File: src/wb_map_pkg.sv
package wb_map_pkg;

    localparam int NUM_SLAVES = 4;                         // Default slave port count

    // Index width of one slave, at least one bit
    localparam int SLAVE_IDX_WIDTH = (NUM_SLAVES > 1) ? $clog2(NUM_SLAVES) : 1;

endpackage

File: src/wb_bus_pkg.sv
package wb_bus_pkg;

    // Byte lane size, one select bit per lane
    localparam int BYTE_WIDTH = 8;

    localparam int DATA_WIDTH = 32;                        // Default data bus width
    localparam int ADDR_WIDTH = 32;                        // Default address bus width

    // Byte select width follows the data width
    localparam int SEL_WIDTH = DATA_WIDTH / BYTE_WIDTH;    // 4 lanes for 32 bits

endpackage
File: src/wb_mux.sv
module wb_mux #(
    parameter int DATA_WIDTH = wb_bus_pkg::DATA_WIDTH,     // Data bus width in bits
    parameter int ADDR_WIDTH = wb_bus_pkg::ADDR_WIDTH,     // Address bus width in bits
    parameter int NUM_SLAVES = wb_map_pkg::NUM_SLAVES,     // Number of slave ports
    localparam int SEL_WIDTH = DATA_WIDTH / wb_bus_pkg::BYTE_WIDTH  // Byte lanes
) (
    input  logic                                  clk,             // Assertion sampling
    input  logic                                  rst_i,           // Sync reset, active high

    // Master side
    input  logic [ADDR_WIDTH-1:0]                 wbm_adr_i,       // Address in
    input  logic [DATA_WIDTH-1:0]                 wbm_dat_i,       // Write data in
    output logic [DATA_WIDTH-1:0]                 wbm_dat_o,       // Read data out
    input  logic                                  wbm_we_i,        // Write enable in
    input  logic [SEL_WIDTH-1:0]                  wbm_sel_i,       // Byte select in
    input  logic                                  wbm_stb_i,       // Strobe in
    output logic                                  wbm_ack_o,       // Ack out
    output logic                                  wbm_err_o,       // Err out
    output logic                                  wbm_rty_o,       // Retry out
    input  logic                                  wbm_cyc_i,       // Cycle in

    // Shared toward all slaves
    output logic [ADDR_WIDTH-1:0]                 wbs_adr_o,       // Address out
    output logic [DATA_WIDTH-1:0]                 wbs_dat_o,       // Write data out
    output logic [SEL_WIDTH-1:0]                  wbs_sel_o,       // Byte select out

    // Per slave
    output logic [NUM_SLAVES-1:0]                 wbs_we_o,        // Write enable out
    output logic [NUM_SLAVES-1:0]                 wbs_stb_o,       // Strobe out
    output logic [NUM_SLAVES-1:0]                 wbs_cyc_o,       // Cycle out
    input  logic [NUM_SLAVES-1:0][DATA_WIDTH-1:0] wbs_dat_i,       // Read data in
    input  logic [NUM_SLAVES-1:0]                 wbs_ack_i,       // Ack in
    input  logic [NUM_SLAVES-1:0]                 wbs_err_i,       // Err in
    input  logic [NUM_SLAVES-1:0]                 wbs_rty_i,       // Retry in

    // Address map
    input  logic [NUM_SLAVES-1:0][ADDR_WIDTH-1:0] wbs_addr_i,      // Prefix per slave
    input  logic [NUM_SLAVES-1:0][ADDR_WIDTH-1:0] wbs_addr_msk_i   // Prefix mask per slave
);

    logic [NUM_SLAVES-1:0] slave_sel;                      // Decoder winner, one-hot

    // Address, write data and lanes are the same for every slave
    assign wbs_adr_o = wbm_adr_i;
    assign wbs_dat_o = wbm_dat_i;
    assign wbs_sel_o = wbm_sel_i;

    wb_addr_decode #(
        .DATA_WIDTH     (DATA_WIDTH),
        .ADDR_WIDTH     (ADDR_WIDTH),
        .NUM_SLAVES     (NUM_SLAVES)
    ) decode0 (
        .clk            (clk),
        .rst_i          (rst_i),
        .wbm_adr_i      (wbm_adr_i),
        .wbm_we_i       (wbm_we_i),
        .wbm_stb_i      (wbm_stb_i),
        .wbm_cyc_i      (wbm_cyc_i),
        .wbs_addr_i     (wbs_addr_i),
        .wbs_addr_msk_i (wbs_addr_msk_i),
        .slave_sel_o    (slave_sel),
        .wbs_we_o       (wbs_we_o),
        .wbs_stb_o      (wbs_stb_o),
        .wbs_cyc_o      (wbs_cyc_o)
    );

    // Response path, same cycle as the request
    wb_resp_mux #(
        .DATA_WIDTH     (DATA_WIDTH),
        .NUM_SLAVES     (NUM_SLAVES)
    ) resp0 (
        .clk            (clk),
        .rst_i          (rst_i),
        .slave_sel_i    (slave_sel),
        .wbm_stb_i      (wbm_stb_i),
        .wbm_cyc_i      (wbm_cyc_i),
        .wbs_dat_i      (wbs_dat_i),
        .wbs_ack_i      (wbs_ack_i),
        .wbs_err_i      (wbs_err_i),
        .wbs_rty_i      (wbs_rty_i),
        .wbm_dat_o      (wbm_dat_o),
        .wbm_ack_o      (wbm_ack_o),
        .wbm_err_o      (wbm_err_o),
        .wbm_rty_o      (wbm_rty_o)
    );

endmodule

File: src/wb_resp_mux.sv
module wb_resp_mux #(
    parameter int DATA_WIDTH = wb_bus_pkg::DATA_WIDTH,     // Data bus width in bits
    parameter int NUM_SLAVES = wb_map_pkg::NUM_SLAVES      // Number of slave ports
) (
    input  logic                                  clk,          // Assertion sampling
    input  logic                                  rst_i,        // Sync reset, active high
    input  logic [NUM_SLAVES-1:0]                 slave_sel_i,  // One-hot from decoder
    input  logic                                  wbm_stb_i,    // Master strobe
    input  logic                                  wbm_cyc_i,    // Master cycle
    input  logic [NUM_SLAVES-1:0][DATA_WIDTH-1:0] wbs_dat_i,    // Read data per slave
    input  logic [NUM_SLAVES-1:0]                 wbs_ack_i,    // Ack per slave
    input  logic [NUM_SLAVES-1:0]                 wbs_err_i,    // Err per slave
    input  logic [NUM_SLAVES-1:0]                 wbs_rty_i,    // Retry per slave
    output logic [DATA_WIDTH-1:0]                 wbm_dat_o,    // Read data to master
    output logic                                  wbm_ack_o,    // Ack to master
    output logic                                  wbm_err_o,    // Err to master
    output logic                                  wbm_rty_o     // Retry to master
);

    logic master_cycle;                                    // Active bus access
    logic select_error;                                    // Access hit no slave

    // Index of the selected slave, for messages only
    function automatic logic [wb_map_pkg::SLAVE_IDX_WIDTH-1:0] sel_index(
        input logic [NUM_SLAVES-1:0] sel
    );
        logic [wb_map_pkg::SLAVE_IDX_WIDTH-1:0] idx;
        idx = '0;
        for (int i = 0; i < NUM_SLAVES; i++) begin
            if (sel[i]) begin
                idx = wb_map_pkg::SLAVE_IDX_WIDTH'(i);     // Select is one-hot
            end
        end
        return idx;
    endfunction

    // Read data AND-OR mux, zero when nothing is selected
    always_comb begin
        wbm_dat_o = '0;
        for (int i = 0; i < NUM_SLAVES; i++) begin
            wbm_dat_o = wbm_dat_o | ({DATA_WIDTH{slave_sel_i[i]}} & wbs_dat_i[i]);
        end
    end

    assign master_cycle = wbm_cyc_i & wbm_stb_i;           // Cyc and stb both up
    assign select_error = master_cycle & ~|slave_sel_i;    // Address in a hole

    // Responses ORed from every slave, unselected slaves stay quiet
    assign wbm_ack_o = |wbs_ack_i;
    assign wbm_err_o = (|wbs_err_i) | select_error;        // Plus the decode miss
    assign wbm_rty_o = |wbs_rty_i;

    // A selected slave must not ack and fail the same access
    ack_err_excl_a: assert property (@(posedge clk) disable iff (rst_i)
        (|slave_sel_i) |-> !(wbm_ack_o && wbm_err_o))
        else $error("wb_resp_mux: ack and err together, slave %0d selected",
                    sel_index(slave_sel_i));

endmodule

File: src/wb_addr_decode.sv
module wb_addr_decode #(
    parameter int DATA_WIDTH = wb_bus_pkg::DATA_WIDTH,     // Data bus width in bits
    parameter int ADDR_WIDTH = wb_bus_pkg::ADDR_WIDTH,     // Address bus width in bits
    parameter int NUM_SLAVES = wb_map_pkg::NUM_SLAVES      // Number of slave ports
) (
    input  logic                                  clk,             // Assertion sampling
    input  logic                                  rst_i,           // Sync reset, active high
    input  logic [ADDR_WIDTH-1:0]                 wbm_adr_i,       // Master address
    input  logic                                  wbm_we_i,        // Master write enable
    input  logic                                  wbm_stb_i,       // Master strobe
    input  logic                                  wbm_cyc_i,       // Master cycle
    input  logic [NUM_SLAVES-1:0][ADDR_WIDTH-1:0] wbs_addr_i,      // Prefix per slave
    input  logic [NUM_SLAVES-1:0][ADDR_WIDTH-1:0] wbs_addr_msk_i,  // Prefix mask per slave
    output logic [NUM_SLAVES-1:0]                 slave_sel_o,     // One-hot winner or zero
    output logic [NUM_SLAVES-1:0]                 wbs_we_o,        // Write enable per slave
    output logic [NUM_SLAVES-1:0]                 wbs_stb_o,       // Strobe per slave
    output logic [NUM_SLAVES-1:0]                 wbs_cyc_o        // Cycle per slave
);

    logic [NUM_SLAVES-1:0] match;                          // Raw prefix hits

    // Data lanes must be whole bytes for the select bus to make sense
    if (DATA_WIDTH % wb_bus_pkg::BYTE_WIDTH != 0) begin : g_bad_width
        $error("wb_addr_decode: DATA_WIDTH %0d is not a whole number of bytes", DATA_WIDTH);
    end

    // Masked prefix compare, one per slave
    always_comb begin
        for (int i = 0; i < NUM_SLAVES; i++) begin
            match[i] = ~|((wbm_adr_i ^ wbs_addr_i[i]) & wbs_addr_msk_i[i]); // Masked bits only
        end
    end

    // Priority pick, walk up from slave 0 and keep the first hit
    always_comb begin
        logic seen;                                        // Lower index already won
        seen = 1'b0;
        for (int i = 0; i < NUM_SLAVES; i++) begin
            slave_sel_o[i] = match[i] & ~seen;             // Blocked by any lower hit
            seen           = seen | match[i];
        end
    end

    // Request gating, only the winner sees the control lines
    assign wbs_we_o  = {NUM_SLAVES{wbm_we_i}}  & slave_sel_o;  // Write enable to winner
    assign wbs_stb_o = {NUM_SLAVES{wbm_stb_i}} & slave_sel_o;  // Strobe to winner
    assign wbs_cyc_o = {NUM_SLAVES{wbm_cyc_i}} & slave_sel_o;  // Cycle to winner

    // Overlapping prefixes must still leave a single winner
    sel_onehot_a: assert property (@(posedge clk) disable iff (rst_i)
        $onehot0(slave_sel_o))
        else $error("wb_addr_decode: select %b is not one-hot for address %h",
                    slave_sel_o, wbm_adr_i);

endmodule

File: config.mk
export PLATFORM = sky130hd
export DESIGN_NAME = wb_mux
export DESIGN_NICKNAME = d
export VERILOG_FILES = /design/src/wb_map_pkg.sv /design/src/wb_bus_pkg.sv /design/src/wb_mux.sv /design/src/wb_resp_mux.sv /design/src/wb_addr_decode.sv
export SDC_FILE = /design/constraint.sdc
export NUM_CORES = 1
export LEC_CHECK = 0
export BUFFER_PORTS_ARGS = -buffer_cell sky130_fd_sc_hd__buf_2
export CAP_MARGIN = 20
export CORE_AREA = 2 2 228 230
export DETAILED_ROUTE_END_ITERATION = 8
export DIE_AREA = 0 0 230 232
export PLACE_DENSITY = 0.36
export SYNTH_ARGS = -nofsm -noshare
export SYNTH_HDL_FRONTEND = slang
export SYNTH_HIERARCHICAL = 1
export SYNTH_SLANG_ARGS = --single-unit
File: constraint.sdc
create_clock -name vclk -period 4.3
set_clock_uncertainty 0.2 [all_clocks]
set_input_delay 0.86 -clock vclk [all_inputs]
set_output_delay 0.86 -clock vclk [all_outputs]
set_load 0.05 [all_outputs]
## Yosys cells after proc, flatten, opt, wreduce, memory -nomap -nowiden

Index checks and enable logic that the tools add are counted.

- Bits of input ports: 469
- Word-level logic and storage cells: 41
- Output and inout port bits: 115
- Flip-flop bits (word level): 0

- Bitwise operators: 28
- Reductions and logical operators: 13

Operators by type and width:

| kind | number |
|---|---|
| 32-bit AND | 8 |
| 32-bit OR reduction | 4 |
| 32-bit XOR | 4 |
| 32-bit OR | 3 |
| 4-bit OR reduction | 4 |
| 4-bit AND | 3 |
| 1-bit AND | 5 |
| 1-bit logical NOT | 5 |
| 1-bit OR | 3 |
| 1-bit NOT | 2 |

## Depth between registers and ports, before layout

- Word-level depth: 12
- Gate-level depth with buffers: 10

## Cells and area by module

The synthesis kept the hierarchy.

By module, submodules not included:

| module | times used | area each (um^2) | cells each |
|---|---|---|---|
| wb_addr_decode | 1 | 1,880.6 | 231 |
| wb_resp_mux | 1 | 699.4 | 118 |
| wb_mux | 1 | 510.5 | 68 |

## Worst setup path before layout

Ideal clock, no wire load.

- Path type: input-to-output
- Start point: input port wbs_addr_i[87] in the netlist's numbering
- End point: output port wbs_cyc_o[2]
- Arrival time: 3.426 ns
- Slack: -0.186 ns
- Required time: 3.240 ns
- Stages: 5
- Buffers on the path: 0
- Cell sequence: xor2_1 > a22oi_1 > nand4_1 > or4_1 > nor4_1

- Cells in the longest elaborated chain, start to end: 6

RTL lines:

| element | RTL line | RTL |
|---|---|---|
| from (decl) | wb_mux.sv:37 | `input logic [NUM_SLAVES-1:0][ADDR_WIDTH-1:0] wbs_addr_i,` |
| 32-bit XOR | wb_addr_decode.sv:30 | `match[i] = ~\|((wbm_adr_i ^ wbs_addr_i[i]) & wbs_addr_msk_i[i]);` |
| 32-bit AND | wb_addr_decode.sv:30 |  |
| 32-bit OR reduction | wb_addr_decode.sv:30 |  |
| 1-bit logical NOT | wb_addr_decode.sv:30 |  |
| 1-bit AND | wb_addr_decode.sv:39 | `slave_sel_o[i] = match[i] & ~seen;` |
| 4-bit AND | wb_addr_decode.sv:47 | `assign wbs_cyc_o = {NUM_SLAVES{wbm_cyc_i}} & slave_sel_o;` |
| to (decl) | wb_mux.sv:30 | `output logic [NUM_SLAVES-1:0] wbs_cyc_o,` |

Every way passes these cells.

## Worst setup path in the final report

- Start point: input port wbs_addr_i[89] in the netlist's numbering
- End point: output port wbm_err_o

- Cells in the longest elaborated chain, start to end: 11
- Elaborated cells between the ends (all ways): 12
- Those cells by class: bitwise: 8; reduce/logical: 4

RTL lines:

| element | RTL line | RTL |
|---|---|---|
| 32-bit XOR | wb_addr_decode.sv:30 |  |
| 32-bit AND | wb_addr_decode.sv:30 |  |
| 32-bit OR reduction | wb_addr_decode.sv:30 |  |
| 1-bit logical NOT | wb_addr_decode.sv:30 |  |
| 1-bit OR | wb_addr_decode.sv:40 | `seen = seen \| match[i];` |
| 1-bit NOT | wb_addr_decode.sv:39 |  |
| 1-bit AND | wb_addr_decode.sv:39 |  |
| named net slave_sel[3] | wb_mux.sv:41 | `logic [NUM_SLAVES-1:0] slave_sel;` |
| 4-bit OR reduction | wb_resp_mux.sv:46 | `assign select_error = master_cycle & ~\|slave_sel_i;` |
| 1-bit logical NOT | wb_resp_mux.sv:46 |  |
| 1-bit AND | wb_resp_mux.sv:46 |  |
| 1-bit OR | wb_resp_mux.sv:50 | `assign wbm_err_o = (\|wbs_err_i) \| select_error;` |
| to (decl) | wb_mux.sv:18 | `output logic wbm_err_o,` |

The timed path passes the listed nets, and every way through them passes these cells.

==> flow_summary.toml <==
[status]
outcome = "finished with violations"
violations = "setup timing"

[die]
start_util_pct = 6.07
die-area_um2 = 53400
fp.dieW_um = 230
ioPinCount = 584
std_cell_rows = 83
core_area_um2 = 50900
die_h_um = 232

[synthesis]
synth_area_leaders = "xor2_1 36%, a22oi_1 31%, buf_4 17%"
synth_top_cell_by_area = "xor2_1"
synthTopCellsByCount = "128 x a22oi_1, 128 x xor2_1, 68 x buf_4"
syn_inst = 417
syn_nets = 886
yosysWarnings = 6
ys_types = 18
synth.avg_cell_area_um2 = 7.41
synth_top_area_share_pct = 36.3
seq_area_frac_synth_pct = 0
syn-cell-area_um2 = 3090

[sta]
clock.fmax_mhz = 218
worst_pin_slew_ns = 0.493
hold_violations = 0
rsz0062_at_grt = "true"
fin_ws_ns = -0.289
period_share_pct = 107
fin_crit_ns = 4.59
setup_viol = 36
drv_slew = 0
relSlewSlack_pct = 66.8

[route]
drt_pass1_iterations = 4
highest_layer = "met4"
first_iter_violations = 118
remaining_drc_errors = 0
route.vias.total = 5399
routedWlPerCell_um = 18.3
totalWireLength_um = 29800
wl_met2_um = 16100
wl_met3_um = 1420
post_drt_via_cell_ratio = 3.32
wl_met1_um = 11400
ant_nets = 0

[layout]
seq_cells = 0
final_nets = 1418
layout-drive-gt1-share_pct = 70.9
clock_buffers = 0
regArea_um2 = 0
final_util_pct = 15.2
final_area_um2 = 7720
area_delta_synth_final_pct = 150
antenna-diode-count = 0

[placement]
gp_congestion = 0.928
placed_area_um2 = 6640
port_buffers = 510
dp_hpwl_um = 25100

[clock_tree]
ctsHoldBuffers = 0

[grt]
grt_pass1_vias = 5471
gr-total-overflow = 0
antenna_found_initial = 1
grt_pass1_wl_um = 36300
grt_max_degree = 36
track_usage_pct = 9.40

[setup_path]
critical_path.endpoint_type = "primary output"
worstPathArrival_ns = 3.53
crit_path_max_incr_delay_ns = 0.60
path_cells = "buf_2 -> xor2_1 -> a22oi_1 -> nand4_1 -> or4_4 -> nor4b_4 -> buf_12 -> or4_4 -> o21ai_4 -> buf_6"
cp_common_cell = "or4_4"
critPathMaxFanout = 3
path_class = "primary input to primary output"
worstSetupStartpointType = "primary input"
crit_slowest_cell = "or4_4"
required_ns = 3.24

[power]
power_density_nw_per_um2 = 83.0
ir_drop_mv = 0.0566
p_leak_nw = 3.87

[worst_hold_path]
hp-class = "primary input to primary output"

[flow_run]
cap_violations = 0
==> critical path, delay by kind of cell <==
kind                   cells  cell delay, ns
buffers and inverters      3            0.42
AO/OA/AOI/OAI              2            0.55
AND/OR/NAND/NOR            4            1.49
XOR/XNOR                   1            0.21
==> cells by family (layout without fill, tap and decap cells) <==
logic type	after synthesis	after routing	synth area share, %
AOI/OAI and AO/OA	129	129	31.3
xor gates and xnor gates	128	128	36.3
buffers and inverters	88	618	19.0
and+or+nand+nor	72	72	13.5
==> power breakdown <==
| part | internal (mW) | switching (mW) | total [mW] | leakage [nW] |
|---|---|---|---|---|
| logic | 0.310 | 0.331 | 0.640 | 3.87 |
| clock network | 0 | 0 | 0 | 0 |
| registers | 0 | 0 | 0 | 0 |
==> worst paths after layout <==
path | from | to | cells past startpoint
hold / removal | wbm_dat_i[18] | wbs_dat_o[18] | 0
setup / recovery | wbs_addr_i[89] | wbm_err_o | 10
==> layout by cell type, fill, tap and decap left out, drive strengths merged <==
cell / n
buf: 605
inv: 4
nor4: 6
nor3: 1
nand4: 16
o21ai: 1
a22oi: 128
clkbuf: 9
nor4b: 1
nand2b: 1
nand2: 33
nor2: 3
xor2: 128
or4: 5
and2: 6
==> timing repair <==
action,CTS,global route
pin swaps,11,38
endpoints found under the hold margin,0,0
endpoints found under the setup margin,42,45
buffers inserted,7,11
cloned,0,10
resized for setup,113,72
==> per-stage QoR <==
stage	setup TNS [ns]	hold slack [ns]	worst slack, ns	power [mW]	cells
2_1_floorplan	-0.559	1.69	-0.186	0.307	417
3_3_place_gp	-21.97	1.52	-0.628	0.618	1600
3_5_place_dp	-21.41	1.52	-0.603	0.622	1600
4_1_cts	-9.62	1.52	-0.303	0.638	1607
5_1_grt	-7.66	1.52	-0.372	0.692	1627
6_report	-3.82	1.52	-0.289	0.640	1627
==> final cells by class <==
class                           instances  area [um2]
Timing Repair Buffer                  614        4040
Multi-Input combinational cell        329        2810
Fill cell                            5863       43200
Inverter                                4        22.5
Tap cell                              680         851
==> layer usage <==
metal | track usage, % | vias to the layer above
li1 | - | 2541
met1 | 10.7 | 2481
met2 | 18.4 | 349
met3 | 0.896 | 28
met4 | 2.64 | 0
met5 | 0 | -
Note: power is estimated with default switching activity, not from simulation.
